--- config.mk ---
export PLATFORM = sky130hd
export DESIGN_NAME = lsu_flat
export DESIGN_NICKNAME = d
export VERILOG_FILES = /design/src/axi_pkg.sv /design/src/lsu_pkg.sv /design/src/mem_bus_if.sv /design/src/lsu.sv /design/src/flat_wrapper.sv
export VERILOG_INCLUDE_DIRS = /design/src
export SDC_FILE = /design/constraint.sdc
export NUM_CORES = 1
export LEC_CHECK = 0
export BUFFER_PORTS_ARGS = -buffer_cell sky130_fd_sc_hd__buf_2
export CAP_MARGIN = 20
export CORE_ASPECT_RATIO = 0.8
export CORE_MARGIN = 2
export CORE_UTILIZATION = 23
export DETAILED_ROUTE_END_ITERATION = 12
export PLACE_DENSITY = 0.52
export SETUP_SLACK_MARGIN = 0.1
export SLEW_MARGIN = 10
export SYNTH_ARGS = -nofsm -noshare
export SYNTH_HDL_FRONTEND = slang
export SYNTH_SLANG_ARGS = --single-unit
--- constraint.sdc ---
create_clock -name clk -period 12.65 [get_ports clk]
set_input_delay 3.1625 -clock clk [delete_from_list [all_inputs] [get_ports clk]]
set_output_delay 3.1625 -clock clk [all_outputs]
set_load 0.01 [all_outputs]
--- src/lsu_config.svh ---
`ifndef LSU_CONFIG_SVH
`define LSU_CONFIG_SVH

// data and address width
`define LSU_DATA_W 32

// local sram region, word organized
`define SRAM_BASE  32'h8000_0000
`define SRAM_WORDS 256

// timer region: offset 0 mtime low, offset 4 mtime high
`define CLINT_BASE 32'h0200_0000
`define CLINT_END  32'h0200_FFFF

`endif

--- src/axi_pkg.sv ---
`default_nettype none

`include "lsu_config.svh"

package axi_pkg;

    typedef logic [`LSU_DATA_W-1:0]   addr_t;
    typedef logic [`LSU_DATA_W-1:0]   data_t;
    typedef logic [`LSU_DATA_W/8-1:0] strb_t; // one bit per byte lane

    typedef enum logic [1:0] {
        RESP_OKAY   = 2'b00,
        RESP_DECERR = 2'b11
    } resp_e;

endpackage

`default_nettype wire

--- src/lsu_pkg.sv ---
`default_nettype none

package lsu_pkg;

    // encoding follows the old mask field, 0 is unused
    typedef enum logic [1:0] {
        SIZE_BYTE = 2'd1,
        SIZE_HALF = 2'd2,
        SIZE_WORD = 2'd3
    } access_size_e;

    typedef enum logic [1:0] {
        ST_IDLE    = 2'd0,
        ST_WAIT_RD = 2'd1, // ar issued, waiting for r
        ST_WAIT_WR = 2'd2  // aw/w issued, waiting for b
    } lsu_state_e;

endpackage

`default_nettype wire

--- src/mem_bus_if.sv ---
`timescale 1ns/1ps
`default_nettype none

interface mem_bus_if;
    import axi_pkg::*;

    logic  arvalid; // read address
    addr_t araddr;
    logic  arready;

    logic  rvalid;  // read data
    data_t rdata;
    resp_e rresp;
    logic  rready;

    logic  awvalid; // write address
    addr_t awaddr;
    logic  awready;

    logic  wvalid;  // write data
    data_t wdata;
    strb_t wstrb;
    logic  wready;

    logic  bvalid;  // write response
    resp_e bresp;
    logic  bready;

    modport master (
        output arvalid, araddr, rready,
        output awvalid, awaddr, wvalid, wdata, wstrb, bready,
        input  arready, rvalid, rdata, rresp,
        input  awready, wready, bvalid, bresp
    );

    modport slave (
        input  arvalid, araddr, rready,
        input  awvalid, awaddr, wvalid, wdata, wstrb, bready,
        output arready, rvalid, rdata, rresp,
        output awready, wready, bvalid, bresp
    );

endinterface

`default_nettype wire

--- src/lsu.sv ---
`timescale 1ns/1ps
`default_nettype none

`include "lsu_config.svh"

module lsu (
    input  logic                    clk,
    input  logic                    rst,
    input  logic                    req,
    input  logic                    wen,
    input  logic                    sign,
    input  lsu_pkg::access_size_e   size,
    input  logic [`LSU_DATA_W-1:0]  addr,
    input  logic [`LSU_DATA_W-1:0]  wdata,
    output logic [`LSU_DATA_W-1:0]  rdata,
    output logic                    done,
    output logic                    busy,
    output logic                    err,
    mem_bus_if.master               bus
);
    import lsu_pkg::*;
    import axi_pkg::*;

    lsu_state_e   state;
    access_size_e size_q;
    logic         sign_q;
    logic         wen_q;
    logic [1:0]   lane;
    logic [1:0]   lane_q;
    strb_t        strb;
    strb_t        strb_q;
    addr_t        addr_q;
    data_t        wdata_q;
    data_t        word_q;
    data_t        shifted;
    data_t        load_val;
    logic         accept;
    logic         resp_q;     // response seen, done follows next cycle
    logic         resp_err_q;

    assign accept = (state == ST_IDLE) && req && !busy;

    // byte lane and strobe; misaligned halves/words fall back to aligned
    always_comb begin
        lane = 2'b00;
        strb = 4'b0000;
        case (size)
            SIZE_BYTE: begin
                lane = addr[1:0];
                strb = 4'b0001 << addr[1:0];
            end
            SIZE_HALF: begin
                lane = {addr[1], 1'b0};
                strb = addr[1] ? 4'b1100 : 4'b0011;
            end
            SIZE_WORD: strb = 4'b1111;
            default:   strb = 4'b0000;
        endcase
    end

    assign bus.araddr = addr_q;
    assign bus.awaddr = addr_q;
    assign bus.wdata  = wdata_q;
    assign bus.wstrb  = strb_q;
    assign bus.rready = (state == ST_WAIT_RD);
    assign bus.bready = (state == ST_WAIT_WR);

    always_ff @(posedge clk) begin
        if (rst) begin
            state       <= ST_IDLE;
            busy        <= 1'b0;
            done        <= 1'b0;
            err         <= 1'b0;
            resp_q      <= 1'b0;
            resp_err_q  <= 1'b0;
            bus.arvalid <= 1'b0;
            bus.awvalid <= 1'b0;
            bus.wvalid  <= 1'b0;
        end else begin
            done   <= resp_q;
            resp_q <= 1'b0;
            if (resp_q)
                err <= resp_err_q; // held until the next done
            if (done)
                busy <= 1'b0;
            case (state)
                ST_IDLE: begin
                    if (accept) begin
                        busy <= 1'b1;
                        if (wen) begin
                            bus.awvalid <= 1'b1;
                            bus.wvalid  <= 1'b1;
                            state       <= ST_WAIT_WR;
                        end else begin
                            bus.arvalid <= 1'b1;
                            state       <= ST_WAIT_RD;
                        end
                    end
                end
                ST_WAIT_RD: begin
                    if (bus.arvalid && bus.arready)
                        bus.arvalid <= 1'b0;
                    if (bus.rvalid && bus.rready) begin
                        resp_q     <= 1'b1;
                        resp_err_q <= (bus.rresp != RESP_OKAY);
                        state      <= ST_IDLE;
                    end
                end
                ST_WAIT_WR: begin
                    if (bus.awvalid && bus.awready)
                        bus.awvalid <= 1'b0;
                    if (bus.wvalid && bus.wready)
                        bus.wvalid <= 1'b0;
                    if (bus.bvalid && bus.bready) begin
                        resp_q     <= 1'b1;
                        resp_err_q <= (bus.bresp != RESP_OKAY);
                        state      <= ST_IDLE;
                    end
                end
                default: state <= ST_IDLE;
            endcase
        end
    end

    // request payload and returned data
    always_ff @(posedge clk) begin
        if (accept) begin
            addr_q  <= addr;
            size_q  <= size;
            sign_q  <= sign;
            wen_q   <= wen;
            lane_q  <= lane;
            strb_q  <= strb;
            wdata_q <= wdata << {lane, 3'b000}; // move into byte lanes
        end
        if (bus.rvalid && bus.rready)
            word_q <= bus.rdata;
        if (resp_q && !wen_q)
            rdata <= load_val;
    end

    assign shifted = word_q >> {lane_q, 3'b000};

    always_comb begin
        case (size_q)
            SIZE_BYTE: load_val = {{24{shifted[7] & sign_q}}, shifted[7:0]};
            SIZE_HALF: load_val = {{16{shifted[15] & sign_q}}, shifted[15:0]};
            default:   load_val = shifted;
        endcase
    end

endmodule

`default_nettype wire

--- src/flat_wrapper.sv ---
// flat-port wrapper written by rule: the top's interface ports become plain ports
module lsu_flat import lsu_pkg::*; import axi_pkg::*;
  (clk, rst, req, wen, sign, size, addr, wdata, rdata, done, busy, err, bus_arvalid, bus_araddr, bus_rready, bus_awvalid, bus_awaddr, bus_wvalid, bus_wdata, bus_wstrb, bus_bready, bus_arready, bus_rvalid, bus_rdata, bus_rresp, bus_awready, bus_wready, bus_bvalid, bus_bresp);
  mem_bus_if bus_i ();
  input  logic clk;
  input  logic rst;
  input  logic req;
  input  logic wen;
  input  logic sign;
  input  lsu_pkg::access_size_e size;
  input  logic [`LSU_DATA_W-1:0] addr;
  input  logic [`LSU_DATA_W-1:0] wdata;
  output logic [`LSU_DATA_W-1:0] rdata;
  output logic done;
  output logic busy;
  output logic err;
  output wire logic [$bits(bus_i.arvalid)-1:0] bus_arvalid;
  output wire logic [$bits(bus_i.araddr)-1:0] bus_araddr;
  output wire logic [$bits(bus_i.rready)-1:0] bus_rready;
  output wire logic [$bits(bus_i.awvalid)-1:0] bus_awvalid;
  output wire logic [$bits(bus_i.awaddr)-1:0] bus_awaddr;
  output wire logic [$bits(bus_i.wvalid)-1:0] bus_wvalid;
  output wire logic [$bits(bus_i.wdata)-1:0] bus_wdata;
  output wire logic [$bits(bus_i.wstrb)-1:0] bus_wstrb;
  output wire logic [$bits(bus_i.bready)-1:0] bus_bready;
  input wire logic [$bits(bus_i.arready)-1:0] bus_arready;
  input wire logic [$bits(bus_i.rvalid)-1:0] bus_rvalid;
  input wire logic [$bits(bus_i.rdata)-1:0] bus_rdata;
  input wire logic [$bits(bus_i.rresp)-1:0] bus_rresp;
  input wire logic [$bits(bus_i.awready)-1:0] bus_awready;
  input wire logic [$bits(bus_i.wready)-1:0] bus_wready;
  input wire logic [$bits(bus_i.bvalid)-1:0] bus_bvalid;
  input wire logic [$bits(bus_i.bresp)-1:0] bus_bresp;
  assign bus_arvalid = bus_i.arvalid;
  assign bus_araddr = bus_i.araddr;
  assign bus_rready = bus_i.rready;
  assign bus_awvalid = bus_i.awvalid;
  assign bus_awaddr = bus_i.awaddr;
  assign bus_wvalid = bus_i.wvalid;
  assign bus_wdata = bus_i.wdata;
  assign bus_wstrb = bus_i.wstrb;
  assign bus_bready = bus_i.bready;
  assign bus_i.arready = bus_arready;
  assign bus_i.rvalid = bus_rvalid;
  assign bus_i.rdata = bus_rdata;
  assign bus_i.rresp = bus_rresp;
  assign bus_i.awready = bus_awready;
  assign bus_i.wready = bus_wready;
  assign bus_i.bvalid = bus_bvalid;
  assign bus_i.bresp = bus_bresp;
  lsu u_core (.clk(clk), .rst(rst), .req(req), .wen(wen), .sign(sign), .size(size), .addr(addr), .wdata(wdata), .rdata(rdata), .done(done), .busy(busy), .err(err), .bus(bus_i));
endmodule
# == After elaboration in Yosys (flattened, before gate mapping) ==
# Index checks and enable logic that the tools add are counted.
# totals
register_bits,148
latch_bits,0
mem_bits_rw,0
romBits,0
in_bits,112
output_inout_bits,140
wordCells,87
n_memories,0
# op_classes
n_addsub,0
mul,0
div,0
n_lt_le_gt_ge,0
eq_ne,15
shift,3
muxes,28
bitwise_logic,2
n_reduce_logical,21
# op_table
cell,count
one-hot mux 32 bit (2 select lines),1
<< shifter 32 x 5 -> 32 bit,1
right shift 32 x 5 -> 32 bit,1
two-way mux 1 bit,14
!= test 2 bit (second input constant),7
one-hot mux 4 bit (3 select lines),1
AND reduction 4 bit,3
one-hot mux 1 bit (2 select lines),5
nonzero test 2 bit,5
equality test 2 bit (second input constant),4
logical AND 1 bit,8
two-way mux 2 bit,4
equality test 2 x 1 -> 1 bit (second input constant),3
one-hot mux 2 bit (3 select lines),1
AND reduction 3 bit,2
two-way mux 4 bit,1
one-hot mux 2 bit (2 select lines),1
<< shifter 1 x 2 -> 4 bit (first input constant),1
bitwise AND 1 bit,2
zero test 1 bit,2
zero test 2 bit,1
!= test 2 x 1 -> 1 bit (second input constant),1

# == Logic depth before layout (Yosys ltp) ==
# Gate-level depths: netlist (run 1).
# logic_depth
ltp_word,5
mapped_depth,7
depth_no_buf,7

# == Worst setup path before layout (run 1) ==
# Ideal clock, no wire load.
# synth_path
path_type,input to register
startpoint,input port req
endpoint,register u_core.bus.awvalid
setup_ns,0.096
arrival_ns,6.097
required_time_ns,12.554
slack_ns,6.457
cell_stages,5
n_path_buf,1
path_cell_list,nor2b_1 and2_1 clkbuf_1 nand3b_1 a221oi_1
# synth_between
elab_chain_cells,4
# synth_lines
item,line_no,text
start: declaration,flat_wrapper.sv:7,input logic req;
logical AND 1 bit (2 in series),lsu.sv:41,assign accept = (state == ST_IDLE) && req && !busy;
net u_core.accept,lsu.sv:37,logic accept;
!= test 2 x 1 -> 1 bit (no line),-,
AND reduction 4 bit (no line),-,
end signal: assignment,lsu.sv:77,bus.awvalid <= 1'b0;
end signal: assignment,lsu.sv:91,bus.awvalid <= 1'b1;
end signal: assignment,lsu.sv:111,bus.awvalid <= 1'b0;
end: declaration,mem_bus_if.sv:31,"output awvalid, awaddr, wvalid, wdata, wstrb, bready,"
# The timed path passes the listed nets, and every way through them passes these cells.
# A chain may end at the register's enable or synchronous reset.

# == Worst setup path after layout (run 1) ==
# layout_path
startpoint,input port size[1]
endpoint,"register u_core.wdata_q[22], in the netlist u_core.bus.wdata[22] (data pin)"
# layout_between
elab_chain_cells,3
elab_cells_between_ends,4
cone_classes,eq/ne (2); shift (1); mux (1)
# layout_lines
item,line_no,text
start: declaration,flat_wrapper.sv:10,input lsu_pkg::access_size_e size;
equality test 2 bit or equality test 2 x 1 -> 1 bit (tied branches),lsu.sv:47,case (size)
one-hot mux 2 bit (2 select lines) (*),lsu.sv:47,
<< shifter 32 x 5 -> 32 bit (*),lsu.sv:134,"wdata_q <= wdata << {lane, 3'b000};"
end signal: assignment,lsu.sv:134,
end: declaration,lsu.sv:33,data_t wdata_q;
# Every way passes the cells marked *; elsewhere a longest branch is shown, timed or not.

==> results_tabular.tex, run 1 <==
\begin{tabular}{lr}
\hline
Metric & Value \\
\hline
\multicolumn{2}{l}{\textbf{Drt}} \\
Total vias in the final route & 4152 \\
First-pass detailed-route iteration total & 4 \\
Post-detailed-route via-to-cell ratio & about 4 \\
Residual DRC count & 0 \\
Wire length per cell after detailed routing & 15.3 um \\
Residual antenna-violating net count after detailed routing & 0 \\
Wire length after detailed routing & 15900 um \\
First-iteration detailed-routing DRC count & about 190 \\
\multicolumn{2}{l}{\textbf{STA}} \\
Tightest Pin Transition & 1.05 ns \\
Final hold violation count & 0 \\
Total setup violations reported at the end of the flow & 0 \\
Count of final max-slew check failures & 0 \\
Final setup TNS & 0 ns \\
Setup repair after global routing missed its margin & no \\
Final critical-path required period & $\sim$5.4 ns \\
Relative max-transition margin & between 20 and 30\% \\
Maximum operating frequency & around 0.19 GHz \\
Crit share post-route & a little over two fifths \\
Worst Clk Skew & approximately 0.0083 ns \\
\multicolumn{2}{l}{\textbf{Global route}} \\
Total global routing track utilization & approximately 11\% \\
Number of global-route vias before repair & around 3900 \\
Aggregate global routing overflow & 0 \\
Pin count of the biggest net entering global routing & 77 \\
Global-route wire length before repair & 23000 um \\
Number of antenna violations at the first check in global routing & 2 \\
\multicolumn{2}{l}{\textbf{CTS}} \\
CTS buffer count & 17 \\
Hold bufs inserted after CTS & 0 \\
Clock sinks & around 150 \\
Post-CTS resize count & 0 \\
CTS tree & built \\
Clock tree root driver cell & sky130\_fd\_sc\_hd\_\_clkbuf\_16 \\
Post-CTS setup buffer count & 0 \\
Clock network latency to the later pin of the worst-skew pair & 0.42 ns \\
CTS H-Tree Depth & 4 \\
Clock-pin slew reported for the worst setup and hold paths after clock tree synthesis & $\sim$0.060 ns \\
CTS max path bufs & 2 \\
\multicolumn{2}{l}{\textbf{Die}} \\
Width of the die & roughly 190 um \\
Die Footprint & $\sim$0.028 mm2 \\
Height of the chip & about 150 um \\
Starting utilization of the core area & 23.5\% \\
Core Footprint & around 0.026 mm2 \\
FP Rows & between 50 and 60 \\
Number of primary I/O pins & $\sim$250 \\
\multicolumn{2}{l}{\textbf{Critical path}} \\
Required time worst endpoint & $\sim$13 ns \\
Kind of end point of the critical path & flop \\
Critical path fanouts, max & 19 \\
Category of the critical setup timing path & in -> reg \\
Data arrival time of the critical path & $\sim$5.6 ns \\
R2r worst-path depth & 5 \\
Critical Path Start Type & input port \\
\multicolumn{2}{l}{\textbf{Yosys}} \\
Average footprint of a synthesized cell & roughly 14 um2 \\
\#FFs+latches synth & around 150 \\
Number of warnings reported in the yosys synthesis log & 0 \\
Flip-flop cell with the highest count after synthesis & sky130\_fd\_sc\_hd\_\_edfxtp\_1 \\
Count of flip-flops with a built-in enable after synthesis & about 140 \\
Sequential cell area fraction in the yosys report & a little over two thirds \\
Leading post-synthesis cells by cell area & sky130\_fd\_sc\_hd\_\_edfxtp\_1 67\%, sky130\_fd\_sc\_hd\_\_mux2i\_1 5.5\%, sky130\_fd\_sc\_hd\_\_buf\_4 3.9\%, sky130\_fd\_sc\_hd\_\_dfxtp\_1 3.2\%, sky130\_fd\_sc\_hd\_\_a21oi\_1 2.7\% \\
Post-synthesis cell count & between 400 and 500 \\
Area share of the largest cell type after synthesis & between 60\% and 70\% \\
Library cell with the largest summed area after synthesis & sky130\_fd\_sc\_hd\_\_edfxtp\_1 \\
Total nets after synthesis & 558 \\
Async set-reset flop share out of synthesis & 0\% \\
Area of the mapped netlist & between 0.006 and 0.007 mm2 \\
Cell variety after synth & 33 \\
\multicolumn{2}{l}{\textbf{Place}} \\
Total of buffers placed on input and output ports & $\sim$250 \\
Placer's final routability congestion estimate & about 0.76 \\
Total half-perimeter wirelength after legalization and detailed placement & $\sim$12000 um \\
\multicolumn{2}{l}{\textbf{Power}} \\
Total power divided by cell area & about 150 mW/mm2 \\
Worst vdd rail ir drop & between 0.08 and 0.09 mV \\
Static leakage & $\sim$3.4 nW \\
\multicolumn{2}{l}{\textbf{Run status}} \\
Outcome & finished, final reports clean \\
\multicolumn{2}{l}{\textbf{Finish}} \\
Signed area change from the synthesized netlist to the final layout & 33.5\% \\
Nets & approximately 790 \\
Proportion of layout cells with a drive suffix above 1 & between 40 and 50\% \\
Final cell utilization of the core & about a third \\
\multicolumn{2}{l}{\textbf{Job}} \\
Max cap viols & 0 \\
\multicolumn{2}{l}{\textbf{Worst hold path}} \\
Path type of the worst min-delay path & reg -> reg \\
Worst hold stages & 2 \\
\hline
\end{tabular}
[worst max-delay path, cell delays in order]
cell and delay, ns:
sky130_fd_sc_hd__buf_2 0.12, sky130_fd_sc_hd__inv_1 0.06, sky130_fd_sc_hd__ha_1 0.21, sky130_fd_sc_hd__nand2_1 0.59
sky130_fd_sc_hd__inv_2 0.37, sky130_fd_sc_hd__nor3_1 0.89, sky130_fd_sc_hd__nand2_1 0.10, sky130_fd_sc_hd__o21ai_0 0.13
[flip-flops by register name, indices dropped and copies added (netlist names), 2 cells and up]
name / flops
u_core.bus.wstrb: 4
u_core.rdata: 32
u_core.bus.araddr: 32
u_core.bus.wdata: 32
u_core.lane_q: 2
u_core.size_q: 2
u_core.state: 2
u_core.word_q: 32
[report_power, final]
| part | internal, mW | leakage [nW] | switching [mW] |
|---|---|---|---|
| combinational | 0.0577 | 1.69 | 0.0871 |
| clock | 0.332 | 0.296 | 0.209 |
| sequential | 0.575 | 1.37 | 0.0112 |
[cell families (layout without fill, tap and decap cells)]
kind of cell               count (synthesis)  count (layout)  share of synthesized area (%)
DFF                                      148             148                           70.2
and+or+nand+nor                          104             104                           8.35
AOI/OAI and AO/OA                         81              81                           7.79
buffers and inverters                     60             301                           5.95
muxes                                     35              35                           5.87
adders and majority gates                  9               9                           1.82
other                                      0               1                              0
[Yosys cell counts (8+ instances only)]
cell type,count
sky130_fd_sc_hd__nor2b_1,22
sky130_fd_sc_hd__a21oi_1,33
sky130_fd_sc_hd__and2_1,8
sky130_fd_sc_hd__clkbuf_1,10
sky130_fd_sc_hd__mux2i_1,34
sky130_fd_sc_hd__a211oi_1,16
sky130_fd_sc_hd__edfxtp_1,138
sky130_fd_sc_hd__ha_1,9
sky130_fd_sc_hd__dfxtp_1,10
sky130_fd_sc_hd__nand2_1,29
sky130_fd_sc_hd__o21ai_0,23
sky130_fd_sc_hd__buf_4,32
sky130_fd_sc_hd__inv_1,12
sky130_fd_sc_hd__nor2_1,29
[area by class of cell]
type                            count  area (um2)
Clock inverter                     15         203
Sequential cell                   148        4340
Inverter                           13        48.8
Clock buffer                       17         425
Multi-Input combinational cell    229        1490
Antenna cell                        1        2.50
Timing Repair Buffer              256        1300
Fill cell                        2733       18100
Tap cell                          357         447
[through the flow]
step	hold WS, ns	cell area [um2]	cells	power, mW	setup WS (ns)
3_5_place_dp	0.464	7630	1003	0.745	6.81
2_1_floorplan	0.460	6190	437	0.687	6.46
6_report	0.474	8260	1036	1.27	7.26
5_1_grt	0.501	8260	1036	1.32	7.01
3_3_place_gp	0.461	7610	1002	0.743	6.93
4_1_cts	0.476	8260	1035	1.29	7.25
[cell usage in the layout, fill, tap and decap left out, types with 2 or more instances in the layout]
master / Yosys / layout
sky130_fd_sc_hd__clkinv_1: 0 / 2
sky130_fd_sc_hd__inv_6: 0 / 4
sky130_fd_sc_hd__clkbuf_16: 0 / 17
sky130_fd_sc_hd__a21oi_1: 33 / 33
sky130_fd_sc_hd__buf_4: 32 / 4
sky130_fd_sc_hd__o21ai_2: 2 / 2
sky130_fd_sc_hd__nand2b_1: 5 / 5
sky130_fd_sc_hd__nor2b_1: 22 / 21
sky130_fd_sc_hd__clkinv_4: 0 / 2
sky130_fd_sc_hd__nor2_1: 29 / 28
sky130_fd_sc_hd__edfxtp_1: 138 / 138
sky130_fd_sc_hd__and2_0: 2 / 2
sky130_fd_sc_hd__a211oi_1: 16 / 16
sky130_fd_sc_hd__o21ai_0: 23 / 23
sky130_fd_sc_hd__nand2_1: 29 / 29
sky130_fd_sc_hd__nor3_1: 3 / 3
sky130_fd_sc_hd__ha_1: 9 / 9
sky130_fd_sc_hd__bufinv_16: 0 / 4
sky130_fd_sc_hd__inv_1: 12 / 12
sky130_fd_sc_hd__buf_2: 3 / 251
sky130_fd_sc_hd__nand3b_1: 3 / 3
sky130_fd_sc_hd__and2_1: 8 / 7
sky130_fd_sc_hd__mux2i_1: 34 / 34
sky130_fd_sc_hd__a221oi_1: 2 / 2
sky130_fd_sc_hd__dfxtp_1: 10 / 10
sky130_fd_sc_hd__clkinvlp_4: 0 / 3
[per-layer routing]
metal	up-vias	wire, um	GRT usage, %	part of all wire, %
met3	17	1160	3.68	7.3
met2	155	7500	17.7	47
met4	2	209	4.29	1.3
li1	2032	-	-	-
met5	-	13	0	0.082
met1	1946	7000	13.8	44
[path summary, 6_finish.rpt]
check / startpoint / slack [ns] / end
worst max-delay path: size[1] / 7.26 / u_core.bus.wdata[22]$_DFFE_PP_
worst min-delay path: u_core.bus.wvalid$_SDFFE_PP0P_ / 0.47 / u_core.bus.wvalid$_SDFFE_PP0P_
worst max register to register: u_core.lane_q[1]$_DFFE_PP_ / 10.58 / u_core.rdata[16]$_DFFE_PP_
worst min register to register: u_core.bus.wvalid$_SDFFE_PP0P_ / 0.47 / u_core.bus.wvalid$_SDFFE_PP0P_
No activity file was read; power rests on OpenSTA's default activity.
==> run 2, diff against run 1 <==
PLACE_DENSITY = 0.54   (was 0.52)
clock period = 4.4 ns   (was 12.65 ns; I/O delays follow)
==> run 2 against run 1 <==
Final area shrank 0.74%. Clock power grew to 2.5 times the previous value. Critical path depth shrank 5. Die area is the same. Register-to-register slack lost 8.3 ns. Worst hold slack lost 0.0027 ns. Count of clock-buffer cells in the layout is the same. Sequential share of layout area grew 0.39 points. Setup slack lost 5.3 ns. Cell count grew 0.29%.
==> results_tabular.tex, run 2 (synthesis results as in run 1) <==
\begin{tabular}{lr}
\hline
Metric & Value \\
\hline
\multicolumn{2}{l}{\textbf{Critical path}} \\
Data arrival time of the critical path & 1.33 ns (-4.30 ns) \\
Slowest cell on the critical path & sky130\_fd\_sc\_hd\_\_dfxtp\_1 \\
Category of the critical setup timing path & reg -> out \\
FF-to-FF Start & u\_core.lane\_q[0]\$\_DFFE\_PP\_ \\
Stage delay of the slowest cell on the critical path & 0.33 ns (-0.56 ns) \\
Critical Path Start Type & flop \\
Critical path fanouts, max & 8 (-11) \\
Startpoint of the most critical setup path & u\_core.state[0]\$\_SDFFE\_PP0P\_ \\
Kind of end point of the critical path & output port \\
Delay-heaviest family, CP & flip-flops \\
Crit path buffers/inverters & 2 (-1) \\
Series of cell instances along the critical path & inv\_1 > ha\_1 > buf\_2 \\
Required time worst endpoint & 3.30 ns (-9.59 ns) \\
\multicolumn{2}{l}{\textbf{STA}} \\
Maximum operating frequency & between 0.4 and 0.5 GHz \\
Final critical-path required period & 2.43 ns \\
Tightest Pin Transition & 0.961 ns (-0.0837 ns) \\
Setup repair after global routing missed its margin & no \\
Count of final max-slew check failures & 0 (unchanged) \\
Relative max-transition margin & 35.8\% (+6.0 points) \\
Total setup violations reported at the end of the flow & 0 (unchanged) \\
Worst Setup Slack, final & 1.97 ns (-5.30 ns) \\
Worst Clk Skew & 0.0104 ns (+0.00210 ns) \\
Crit share post-route & between 50\% and 60\% \\
Final hold violation count & 0 (unchanged) \\
Final setup TNS & 0 ns (unchanged) \\
\multicolumn{2}{l}{\textbf{Drt}} \\
Post-detailed-route via-to-cell ratio & 3.99 (-0.50\%) \\
Total vias in the final route & 4143 (-0.22\%) \\
Wire length per cell after detailed routing & 15.0 um (-2.3\%) \\
Residual DRC count & 0 (unchanged) \\
Wire length after detailed routing & 15600 um (-2.0\%) \\
First-iteration detailed-routing DRC count & 242 (+31\%) \\
Residual antenna-violating net count after detailed routing & 0 (unchanged) \\
First-pass detailed-route iteration total & 4 (unchanged) \\
\multicolumn{2}{l}{\textbf{CTS}} \\
CTS H-Tree Depth & 4 (unchanged) \\
CTS tree & built \\
Post-CTS resize count & 0 (unchanged) \\
Clock tree root driver cell & sky130\_fd\_sc\_hd\_\_clkbuf\_16 \\
Clock sinks & 148 (unchanged) \\
Clock-pin slew reported for the worst setup and hold paths after clock tree synthesis & 0.06 ns (about the same) \\
Post-CTS setup buffer count & 0 (unchanged) \\
CTS max path bufs & 2 (unchanged) \\
Clock network latency to the later pin of the worst-skew pair & 0.42 ns (about the same) \\
Hold bufs inserted after CTS & 0 (unchanged) \\
CTS buffer count & 17 (unchanged) \\
\multicolumn{2}{l}{\textbf{Die}} \\
Die Footprint & 0.0282 mm2 (unchanged) \\
Width of the die & 187 um (unchanged) \\
Core Footprint & 0.0263 mm2 (unchanged) \\
FP Rows & 53 (unchanged) \\
Height of the chip & 151 um (unchanged) \\
Number of primary I/O pins & 252 (unchanged) \\
Starting utilization of the core area & 23.5\% (unchanged) \\
\multicolumn{2}{l}{\textbf{Place}} \\
Placer's final routability congestion estimate & 0.796 (+4.9\%) \\
Total half-perimeter wirelength after legalization and detailed placement & 11700 um (-0.32\%) \\
Total of buffers placed on input and output ports & 251 (unchanged) \\
Cell area after placement & 0.00765 mm2 (+0.30\%) \\
Setup slack after placement & 1.59 ns (-5.22 ns) \\
\multicolumn{2}{l}{\textbf{Global route}} \\
Number of global-route vias before repair & 4007 (+1.5\%) \\
Pin count of the biggest net entering global routing & 68 (-12\%) \\
Global-route wire length before repair & 23000 um (about the same) \\
Number of antenna violations at the first check in global routing & 1 (-1) \\
Aggregate global routing overflow & 0 (unchanged) \\
Total global routing track utilization & 10.9\% (-0.19 points) \\
\multicolumn{2}{l}{\textbf{Worst hold path}} \\
Path type of the worst min-delay path & reg -> reg \\
Start point of the worst min-delay path & u\_core.bus.wvalid\$\_SDFFE\_PP0P\_ \\
\multicolumn{2}{l}{\textbf{Finish}} \\
Signed area change from the synthesized netlist to the final layout & 32.5\% \\
Filler cell count & 2734 (+0.037\%) \\
Antenna Diode Count & 0 (-1) \\
Leading cell type in the layout, fill and taps excluded & sky130\_fd\_sc\_hd\_\_buf\_2 \\
Proportion of layout cells with a drive suffix above 1 & 44.0\% (+0.48 points) \\
Commonest non-fill, non-tap cells in the layout & 251 x sky130\_fd\_sc\_hd\_\_buf\_2, 138 x sky130\_fd\_sc\_hd\_\_edfxtp\_1, 34 x sky130\_fd\_sc\_hd\_\_mux2i\_1 \\
Nets & 790 (+0.51\%) \\
Final cell utilization of the core & 31.1\% (-0.23 points) \\
Final instance area & 0.00820 mm2 (-0.74\%) \\
\multicolumn{2}{l}{\textbf{Run status}} \\
Outcome & finished, final reports clean \\
\multicolumn{2}{l}{\textbf{Job}} \\
Max cap viols & 0 (unchanged) \\
\multicolumn{2}{l}{\textbf{Power}} \\
Total power divided by cell area & 422 mW/mm2 (+170\%) \\
Static leakage & 3.34 nW (-0.50\%) \\
Worst vdd rail ir drop & 0.244 mV (+200\%) \\
\hline
\end{tabular}
[run 2: cell types whose count changed in the layout (fill, tap and decap cells not counted), sizes merged]
cell,delta
buf,+4
inv,+3
bufinv,-4
clkinv,+1
diode,-1
[run 2: area by class of cell]
type	instances	area, um2	area share [%]
Clock buffer	17	425	5.19
Clock inverter	15	121	1.48
Inverter	13	48.8	0.595
Multi-Input combinational cell	229	1490	18.1
Sequential cell	148	4340	53.0
Tap cell	357	447	5.45
Timing Repair Buffer	260	1320	16.2
[run 2: worst reg2reg max path, cell delays in order, from the launching register on]
cell,delay [ns]
sky130_fd_sc_hd__edfxtp_1,0.84
sky130_fd_sc_hd__mux4_2,0.47
sky130_fd_sc_hd__nand3_4,0.16
sky130_fd_sc_hd__o21a_4,0.25
sky130_fd_sc_hd__o21ai_0,0.13
[run 2: layer usage]
metal / wire length (um) / up-vias / GRT usage (%)
li1: - / 2031 / -
met1: 6850 / 1931 / 14.1
met2: 7380 / 159 / 17.4
met3: 1010 / 20 / 2.98
met4: 315 / 2 / 4.01
met5: 9 / - / 0
[run 2: through the flow]
step | hold slack, ns | power (mW) | instances
finish | 0.471 | 3.46 | 1039
global route | 0.495 | 3.61 | 1039
detailed placement | 0.463 | 2.14 | 1007
CTS | 0.479 | 3.51 | 1039
floorplan | 0.460 | 1.97 | 437
global placement | 0.464 | 2.14 | 1007
[run 2: worst paths after layout]
path | endpoint | depth (start not counted) | slack [ns]
min | u_core.bus.wvalid$_SDFFE_PP0P_ | 2 | 0.47
min reg2reg | u_core.bus.wvalid$_SDFFE_PP0P_ | 2 | 0.47
max | bus_bready | 3 | 1.97
max reg2reg | u_core.rdata[23]$_DFFE_PP_ | 4 | 2.28
[run 2: power by group]
part	switching (mW)	internal (mW)	total (mW)
sequential	0.0378	1.65	1.69
clock	0.623	0.735	1.36
combinational	0.244	0.168	0.412
total	0.905	2.56	3.46
